[config.mk]
export PLATFORM = sky130hd
export DESIGN_NAME = ghr_ckpt_flat
export DESIGN_NICKNAME = d
export VERILOG_FILES = /design/src/bp_pkg.sv /design/src/bp_if.sv /design/src/ghr_ckpt.sv /design/src/flat_wrapper.sv
export VERILOG_INCLUDE_DIRS = /design/src
export SDC_FILE = /design/constraint.sdc
export NUM_CORES = 1
export LEC_CHECK = 0
export BUFFER_PORTS_ARGS = -buffer_cell sky130_fd_sc_hd__buf_2
export CAP_MARGIN = 20
export CORE_ASPECT_RATIO = 1.5
export CORE_UTILIZATION = 55
export CTS_CLUSTER_DIAMETER = 60
export CTS_CLUSTER_SIZE = 40
export DETAILED_ROUTE_END_ITERATION = 8
export PLACE_DENSITY_LB_ADDON = 0.1
export RECOVER_POWER = 25
export SLEW_MARGIN = 10
export SYNTH_ARGS = -nofsm -noshare
export SYNTH_HDL_FRONTEND = slang
export SYNTH_SLANG_ARGS = --single-unit
[constraint.sdc]
create_clock -name clk -period 4.06 [get_ports clk]
set_input_delay 0.406 -clock clk [delete_from_list [all_inputs] [get_ports clk]]
set_output_delay 0.406 -clock clk [all_outputs]
set_load 0.02 [all_outputs]
[src/bp_defines.svh]
`ifndef BP_DEFINES_SVH
`define BP_DEFINES_SVH

// global history length in bits
`define GH_WIDTH    16

// branches that may be in flight between predict and resolve
`define CKPT_DEPTH  16

// one bit wider than the queue index so full and empty differ
`define CKPT_PTR_W  5

// fetch address width
`define PC_WIDTH    32

// counter table index bits (1024 entries)
// index = pc[PHT_IDX_W+1:2] ^ ghist[PHT_IDX_W-1:0]
`define PHT_IDX_W   10

`endif

[src/bp_pkg.sv]
package bp_pkg;

    // 2-bit saturating counter that predicts taken when msb set
    typedef enum logic [1:0] {
        strong_nt = 2'b00,
        weak_nt   = 2'b01,
        weak_t    = 2'b10,
        strong_t  = 2'b11
    } ctr_state_e;

    // what the history unit does to ghist and the queue this cycle
    typedef enum logic [1:0] {
        gh_hold    = 2'b00,  // nothing happens
        gh_push    = 2'b01,  // predict only
        gh_retire  = 2'b10,  // correct resolve with an optional predict
        gh_recover = 2'b11   // mispredict rebuilds history and flushes
    } gh_action_e;

endpackage

[src/bp_if.sv]
`timescale 1ns/1ps
`include "bp_defines.svh"

// combinational lookup path from the history unit into the counter table
interface lookup_if;
    logic [`PC_WIDTH-1:0] pc;
    logic [`GH_WIDTH-1:0] ghist;  // speculative history
    logic                 taken;  // counter guess

    modport source (
        output pc,
        output ghist,
        input  taken
    );

    modport tbl (
        input  pc,
        input  ghist,
        output taken
    );
endinterface

// counter update request for each resolved branch
interface train_if;
    logic                 valid;
    logic [`PC_WIDTH-1:0] pc;
    logic [`GH_WIDTH-1:0] ghist;    // history seen at predict time
    logic                 outcome;  // actual direction

    modport source (
        output valid,
        output pc,
        output ghist,
        output outcome
    );

    modport sink (
        input valid,
        input pc,
        input ghist,
        input outcome
    );
endinterface

[src/ghr_ckpt.sv]
`timescale 1ns/1ps
`include "bp_defines.svh"

module ghr_ckpt (
    input  logic                 clk,
    input  logic                 rstn,
    input  logic                 pred_valid,
    input  logic [`PC_WIDTH-1:0] pred_pc,
    output logic                 pred_ready,
    input  logic                 res_valid,
    input  logic                 res_taken,
    input  logic [`PC_WIDTH-1:0] res_pc,
    output logic                 res_mispredict,
    lookup_if.source             lk,
    train_if.source              tr
);
    import bp_pkg::*;

    logic [`GH_WIDTH-1:0]   ghist;
    logic [`GH_WIDTH-1:0]   ckpt_gh [`CKPT_DEPTH];     // history before each predict
    logic                   ckpt_guess [`CKPT_DEPTH];  // guess made for it
    logic [`CKPT_PTR_W-1:0] head_ptr;                  // oldest entry
    logic [`CKPT_PTR_W-1:0] tail_ptr;                  // next free slot
    logic [`CKPT_PTR_W-1:0] used;
    logic [`CKPT_PTR_W-2:0] head_idx;
    logic [`CKPT_PTR_W-2:0] tail_idx;
    logic                   q_empty;
    logic                   q_full;
    logic [`GH_WIDTH-1:0]   old_gh;
    logic                   old_guess;
    logic                   res_live;
    logic                   pred_fire;
    logic                   push_en;
    logic                   guess;
    gh_action_e             action;

    assign head_idx = head_ptr[`CKPT_PTR_W-2:0];
    assign tail_idx = tail_ptr[`CKPT_PTR_W-2:0];
    assign used     = tail_ptr - head_ptr;
    assign q_empty  = (head_ptr == tail_ptr);
    assign q_full   = (used == `CKPT_PTR_W'(`CKPT_DEPTH));

    assign old_gh    = ckpt_gh[head_idx];
    assign old_guess = ckpt_guess[head_idx];

    // lookup uses the live speculative history
    assign lk.pc    = pred_pc;
    assign lk.ghist = ghist;
    assign guess    = lk.taken;

    assign res_live       = res_valid && !q_empty;
    assign res_mispredict = res_live && (res_taken != old_guess);
    assign pred_ready     = !q_full && !res_mispredict;  // stall fetch while flushing
    assign pred_fire      = pred_valid && pred_ready;

    always_comb begin
        if (res_mispredict) begin
            action = gh_recover;
        end else if (res_live) begin
            action = gh_retire;
        end else if (pred_fire) begin
            action = gh_push;
        end else begin
            action = gh_hold;
        end
    end

    assign push_en = pred_fire;

    always_ff @(posedge clk) begin
        if (!rstn) begin
            ghist    <= '0;
            head_ptr <= '0;
            tail_ptr <= '0;
        end else begin
            case (action)
                gh_recover: begin
                    ghist    <= {old_gh[`GH_WIDTH-2:0], res_taken};  // actual outcome
                    head_ptr <= '0;
                    tail_ptr <= '0;
                end
                gh_retire: begin
                    head_ptr <= head_ptr + `CKPT_PTR_W'(1);
                    if (push_en) begin
                        ghist    <= {ghist[`GH_WIDTH-2:0], guess};
                        tail_ptr <= tail_ptr + `CKPT_PTR_W'(1);
                    end
                end
                gh_push: begin
                    ghist    <= {ghist[`GH_WIDTH-2:0], guess};
                    tail_ptr <= tail_ptr + `CKPT_PTR_W'(1);
                end
                default: begin
                    ghist <= ghist;
                end
            endcase
        end
    end

    always_ff @(posedge clk) begin
        if (push_en) begin
            ckpt_gh[tail_idx]    <= ghist;
            ckpt_guess[tail_idx] <= guess;
        end
    end

    // every resolve trains the counter whether right or wrong
    assign tr.valid   = res_live;
    assign tr.pc      = res_pc;
    assign tr.ghist   = old_gh;
    assign tr.outcome = res_taken;

endmodule

[src/flat_wrapper.sv]
// flat-port wrapper written by rule: the top's interface ports become plain ports
module ghr_ckpt_flat import bp_pkg::*;
  (clk, rstn, pred_valid, pred_pc, pred_ready, res_valid, res_taken, res_pc, res_mispredict, lk_pc, lk_ghist, lk_taken, tr_valid, tr_pc, tr_ghist, tr_outcome);
  lookup_if lk_i ();
  train_if tr_i ();
  input  logic clk;
  input  logic rstn;
  input  logic pred_valid;
  input  logic [`PC_WIDTH-1:0] pred_pc;
  output logic pred_ready;
  input  logic res_valid;
  input  logic res_taken;
  input  logic [`PC_WIDTH-1:0] res_pc;
  output logic res_mispredict;
  output wire logic [$bits(lk_i.pc)-1:0] lk_pc;
  output wire logic [$bits(lk_i.ghist)-1:0] lk_ghist;
  input wire logic [$bits(lk_i.taken)-1:0] lk_taken;
  output wire logic [$bits(tr_i.valid)-1:0] tr_valid;
  output wire logic [$bits(tr_i.pc)-1:0] tr_pc;
  output wire logic [$bits(tr_i.ghist)-1:0] tr_ghist;
  output wire logic [$bits(tr_i.outcome)-1:0] tr_outcome;
  assign lk_pc = lk_i.pc;
  assign lk_ghist = lk_i.ghist;
  assign lk_i.taken = lk_taken;
  assign tr_valid = tr_i.valid;
  assign tr_pc = tr_i.pc;
  assign tr_ghist = tr_i.ghist;
  assign tr_outcome = tr_i.outcome;
  ghr_ckpt u_core (.clk(clk), .rstn(rstn), .pred_valid(pred_valid), .pred_pc(pred_pc), .pred_ready(pred_ready), .res_valid(res_valid), .res_taken(res_taken), .res_pc(res_pc), .res_mispredict(res_mispredict), .lk(lk_i), .tr(tr_i));
endmodule
==> results.toml, run 1 <==
[pwr]
switching_share = 0.259
p_seq_frac = 0.588
clockPowerShare = 0.309
switching_power_mw = 1.64
leakage_nw = 4.13
power_density_nw_per_um2 = 485
combPwrFrac = 0.103
intPower_mw = 4.69
peakVddDrop_mv = 0.493

[cts]
postCtsSetupBuffers = 0
insertion_delay_ns = 0.52
cts_buffers = 15
cts_sinks = 302
cts-resized-gates = 0
htree_levels = 1
path_clk_slew_ns = 0.09
clockBufferDepth = 3
ctsHoldBuffers = 0
root_buffer = "clkbuf_16"
cts_tree = "yes"

[worst_setup_path]
endpoint_kind = "output port"
critPathKind = "register to output port"
cp_common_cell = "inv_2"
critPathLaunchType = "register"
required_ns = 3.65
worstPathArrival_ns = 3.32
slowest_delay_ns = 0.79
crit_path_top_delay_cell = "o31ai_1"
reg2reg_slack_ns = 0.72
crit_fanout = 32
crit_chain = "ha_1 -> nand2_1 -> o31ai_1 -> inv_2 -> nand3_4 -> buf_4 -> inv_2 -> nor2_1 -> buf_2"

[timing]
fin_skew_ns = 0.0426
finalSetupTns_ns = 0
relSlewSlack = 0.389
report.final.hold_viol_count = 0
fin_crit_sh = 0.919
rsz0062_at_grt = "false"
layout_min_cycle_time_ns = 3.73
slew_viol_final = 0
fmax_mhz = 268
setup_viol = 0
fin_ws_ns = 0.330
tightest_slew_ns = 0.909

[place]
place_congestion = 0.767
place_ws_ns = 0.783
dp_hpwl_mm = 15.2
port-buffer-count = 41

[flow_run]
max_cap_viol_count = 0

[routing]
ant_nets = 0
drt-total-wl_mm = 26.2
vias = 5794
drt-vias-per-instance = 6.40
drc = 0
drtIter0Drc = 564
drt-wirelength-per-cell_um = 28.9
dr.pass1.iters = 5

[synth]
synthesis.nets = 714
synth_flop_cell = "edfxtp_1"
synth.area.top_cells = "edfxtp_1 66%, mux4_2 15%, dfxtp_1 4.9%"
ys_warn_count = 0
synth_area_um2 = 12300
ys_ff_latch = 302
synth_top_cell_area_share = 0.664
synth_cell_types = 38
seq_area_frac_synth = 0.713
synthArstFlopShare = 0
syn_inst = 635
yosys.area.top_type = "edfxtp_1"
synth_edf_count = 272
synth.avg_cell_area_um2 = 19.4

[grt]
gr-total-overflow = 0
grt_max_degree = 41
antenna_found_initial = 0
grtUsageTotal = 0.237
grt_pass1_vias = 5924
grt_pass1_wl_mm = 37.7

[final_layout]
syn_to_final_growth_pct = 6.07
fillers = 1572
drive_gt1_frac = 0.311
antenna_cells = 0
layout_commonest_cell = "edfxtp_1"
fin_nets = 705
mostFrequentLayoutCells = "272 x edfxtp_1, 84 x mux4_2, 40 x buf_2"

[die]
die_area_um2 = 23000
rows = 66
die_h_um = 185
io_pins = 170
die-width_um = 124
start_util = 0.564
core-area_um2 = 21800

[min_path]
hold_class = "primary input to register"

[status]
outcome = "completed"
[final cells by class]
cell class / instances / area [µm²] / area share
clock buffers: 15 / 375 / 0.0288
clock inverters: 10 / 210 / 0.0161
inverters: 9 / 33.8 / 0.00259
multi-input cells: 232 / 2900 / 0.223
flip-flops and latches: 302 / 8770 / 0.673
well taps: 272 / 340 / 0.0261
repair buffers: 66 / 404 / 0.0310
[critical path: cells and delay by family (launching register included)]
family                   cells  cell delay (ns)
AO/OA/AOI/OAI                1             0.79
adder cells (fa/ha/maj)      1             0.29
buffers and inverters        4             0.82
flip-flops                   1             0.57
AND/OR/NAND/NOR              3             0.38
[power groups by stage]
stage / clock (mW) / combinational (mW) / sequential, mW
after floorplan: 0 / 0.535 / 3.75
after global placement: 0 / 0.654 / 3.78
after detailed placement: 0 / 0.660 / 3.80
after CTS: 2.01 / 0.662 / 3.73
after global routing: 2.10 / 0.697 / 3.75
final: 1.96 / 0.652 / 3.72
[logic make-up after synthesis]
logic type               count (synthesis)  share of synthesized area
flip-flops                             302                      0.713
multiplexers                           105                      0.171
buffers and inverters                  101                     0.0552
AND/OR/NAND/NOR                         62                     0.0249
AO/OA/AOI/OAI                           51                     0.0230
adder cells (fa/ha/maj)                  9                    0.00916
XOR/XNOR                                 5                    0.00356
[metrics by stage]
stage / util / power [mW] / hold slack (ns) / instance area [µm²] / std cells
floorplan: - / 4.28 / 0.470 / 12300 / 635
global placement: 0.571 / 4.43 / 0.484 / 12500 / 881
detailed placement: 0.571 / 4.46 / 0.499 / 12500 / 881
CTS: 0.598 / 6.40 / 0.210 / 13000 / 906
global route: 0.598 / 6.55 / 0.242 / 13000 / 906
finish: 0.598 / 6.33 / 0.239 / 13000 / 906
[routing by layer]
layer,vias to the layer above,track usage,part of all wire
met5,-,0,0
met4,0,0.0786,0.030
met3,67,0.0366,0.048
met2,198,0.391,0.51
met1,3072,0.322,0.41
li1,2457,-,-
[synthesized netlist by cell type, types with 7 or more instances]
| master | n |
|---|---|
| inv_1 | 7 |
| buf_2 | 14 |
| nor2_1 | 22 |
| buf_4 | 65 |
| ha_1 | 9 |
| a21oi_1 | 20 |
| dfxtp_1 | 30 |
| nand2_1 | 12 |
| edfxtp_1 | 272 |
| mux2i_1 | 20 |
| o21ai_0 | 15 |
| mux4_2 | 84 |
[registers in the layout, summed over array words and instances (netlist names), named ones only]
name	cells
u_core.ckpt_guess	16
u_core.tail_ptr	5
u_core.lk.ghist	16
u_core.head_ptr	5
u_core.ckpt_gh	256
[worst paths after layout]
kind,cells after the start,to,from
hold / removal,3,u_core.lk.ghist[0]$_SDFFE_PN0P_,res_taken
setup / recovery,9,pred_ready,u_core.tail_ptr[3]$_SDFFE_PN0P_
setup reg to reg,9,u_core.ckpt_gh[15][9]$_DFFE_PP_,u_core.tail_ptr[3]$_SDFFE_PN0P_
hold reg to reg,2,u_core.tail_ptr[4]$_SDFFE_PN0P_,u_core.tail_ptr[4]$_SDFFE_PN0P_
(Power assumes the default switching activity.)
==> inputs of run 2 (changes only) <==
CORE_UTILIZATION = 46   (was 55)
==> run 2 against run 1 <==
Compared with the run above: critical path depth is the same; flip-flop and latch count is the same; cell count grew 8.2%; non-clock buffer count grew 5; clock power grew 17%; worst hold slack lost 0.0077 ns; total power grew 6.5%; sequential power is essentially flat; final area grew 2.1%; die area grew 19%; maximum frequency grew 0.41%; critical path type unchanged; largest cell class unchanged.
==> results.toml, run 2 (synthesized netlist as in run 1, its figures left out) <==
[die]
core-area_um2 = 26000
die_area_um2 = 27400
start_util = 0.472
io_pins = 170
rows = 72
die-width_um = 135
die_h_um = 202

[pwr]
intPower_mw = 4.95
leakage_nw = 4.22
combPwrFrac = 0.105
switching_share = 0.266
clockPowerShare = 0.341
p_seq_frac = 0.554
switching_power_mw = 1.79
power_density_nw_per_um2 = 506
peakVddDrop_mv = 0.472

[cts]
insertion_delay_ns = 0.53
path_clk_slew_ns = 0.10
htree_levels = 1
postCtsSetupBuffers = 0
cts_buffers = 18
cts_tree = "yes"
ctsHoldBuffers = 0
cts_sinks = 302
cts-resized-gates = 0
root_buffer = "clkbuf_16"
clockBufferDepth = 3

[worst_setup_path]
critPathKind = "register to output port"
r2r_end = "u_core.ckpt_gh[0][0]$_DFFE_PP_"
reg2reg_slack_ns = 0.89
crit_chain = "buf_4 -> mux4_2 -> mux2i_1 -> mux2i_1 -> nand3_4 -> buf_4 -> inv_2 -> nor2_1 -> buf_2"
slowest_delay_ns = 0.52
required_ns = 3.65
r2r-start = "u_core.tail_ptr[3]$_SDFFE_PN0P_"
worstPathArrival_ns = 3.31
endpoint_kind = "output port"
crit_path_top_delay_cell = "dfxtp_2"
critPathLaunchType = "register"
reg2regPathDepth = 9
crit_fanout = 24

[routing]
drc = 0
drtIter0Drc = 459
dr.pass1.iters = 5
drt-total-wl_mm = 27.5
vias = 5817
drt-vias-per-instance = 5.94
ant_nets = 0
drt-wirelength-per-cell_um = 28.1

[min_path]
hold_start = "res_taken"
hold_class = "primary input to register"
holdPathEnd = "u_core.lk.ghist[0]$_SDFFE_PN0P_"
worstHoldPathCells = 3

[final_layout]
fin_nets = 713
fin_util = 0.511
largest_reg_flops = 256
final_cell_area_um2 = 13300
top_register = "u_core.ckpt_gh"
layout_commonest_cell = "edfxtp_1"
reg.largest.list = "u_core.ckpt_gh x256, u_core.ckpt_guess x16, u_core.lk.ghist x16"
mostFrequentLayoutCells = "272 x edfxtp_1, 84 x mux4_2, 40 x buf_2"
syn_to_final_growth_pct = 8.25
drive_gt1_frac = 0.320

[flow_run]
max_cap_viol_count = 0

[timing]
rsz0062_at_grt = "false"
fin_skew_ns = 0.0373
report.final.hold_viol_count = 0
slew_viol_final = 0
relSlewSlack = 0.204
finalSetupTns_ns = 0
fin_ws_ns = 0.346
fin_crit_sh = 0.915
tightest_slew_ns = 1.19
layout_min_cycle_time_ns = 3.71
setup_viol = 0
hold_slack_ns = 0.232
fmax_mhz = 269

[place]
place_ws_ns = 0.887
dp_hpwl_mm = 18.1
port-buffer-count = 41
placed_area_um2 = 12600
place_congestion = 0.816

[grt]
antenna_found_initial = 0
grt_pass1_vias = 5928
grtUsageTotal = 0.210
grt_max_degree = 39
grt_pass1_wl_mm = 40.8
gr-total-overflow = 0

[status]
outcome = "completed"
run 2: stage by stage:
step	power [mW]	std cells
finish	6.74	980
global route	6.97	979
CTS	6.82	979
detailed placement	4.53	947
global placement	4.52	947
floorplan	4.28	635
run 2: routing by layer:
layer / routed length [µm] / vias to the layer above / share of wire / global-route usage
met5: 0 / - / 0 / 0
met4: 611 / 0 / 0.022 / 0.0610
met3: 1390 / 48 / 0.051 / 0.0324
met2: 13500 / 189 / 0.49 / 0.328
met1: 12000 / 3107 / 0.44 / 0.307
li1: - / 2473 / - / -
run 2: worst max-delay path by stage:
stage                                          end                            start  cells after the start  slack, ns
global placement                        pred_ready                         register                      9       1.02
global route                            pred_ready                         register                      9       0.15
floorplan           u_core.ckpt_gh[0][0]$_DFFE_PP_  u_core.head_ptr[3]$_SDFFE_PN0N_                      8       0.55
detailed placement                      pred_ready                         register                      9       0.89
finish                                  pred_ready                         register                      9       0.35
CTS                                     pred_ready                         register                      9       0.31
run 2: power groups by stage:
stage	Sequential [mW]	Combinational, mW	Clock (mW)
after floorplan	3.75	0.535	0
after global placement	3.81	0.711	0
after detailed placement	3.81	0.714	0
after CTS	3.74	0.717	2.36
after global routing	3.76	0.753	2.46
final	3.74	0.705	2.30
run 2: layout make-up:
type / instances / area (µm²)
fill: 2075 / 12700
sequential: 302 / 8770
multi-input combinational: 232 / 2900
clock buffer: 19 / 475
timing repair buffer: 71 / 434
tap: 333 / 417
clock inverter: 13 / 270
inverter: 9 / 33.8
antenna: 1 / 2.50
run 2: worst max-delay path, delay by kind of cell (launching register included):
family	cells	cell delay [ns]
buffers and inverters	4	0.80
and+or+nand+nor	2	0.28
DFF	1	0.52
muxes	3	1.20
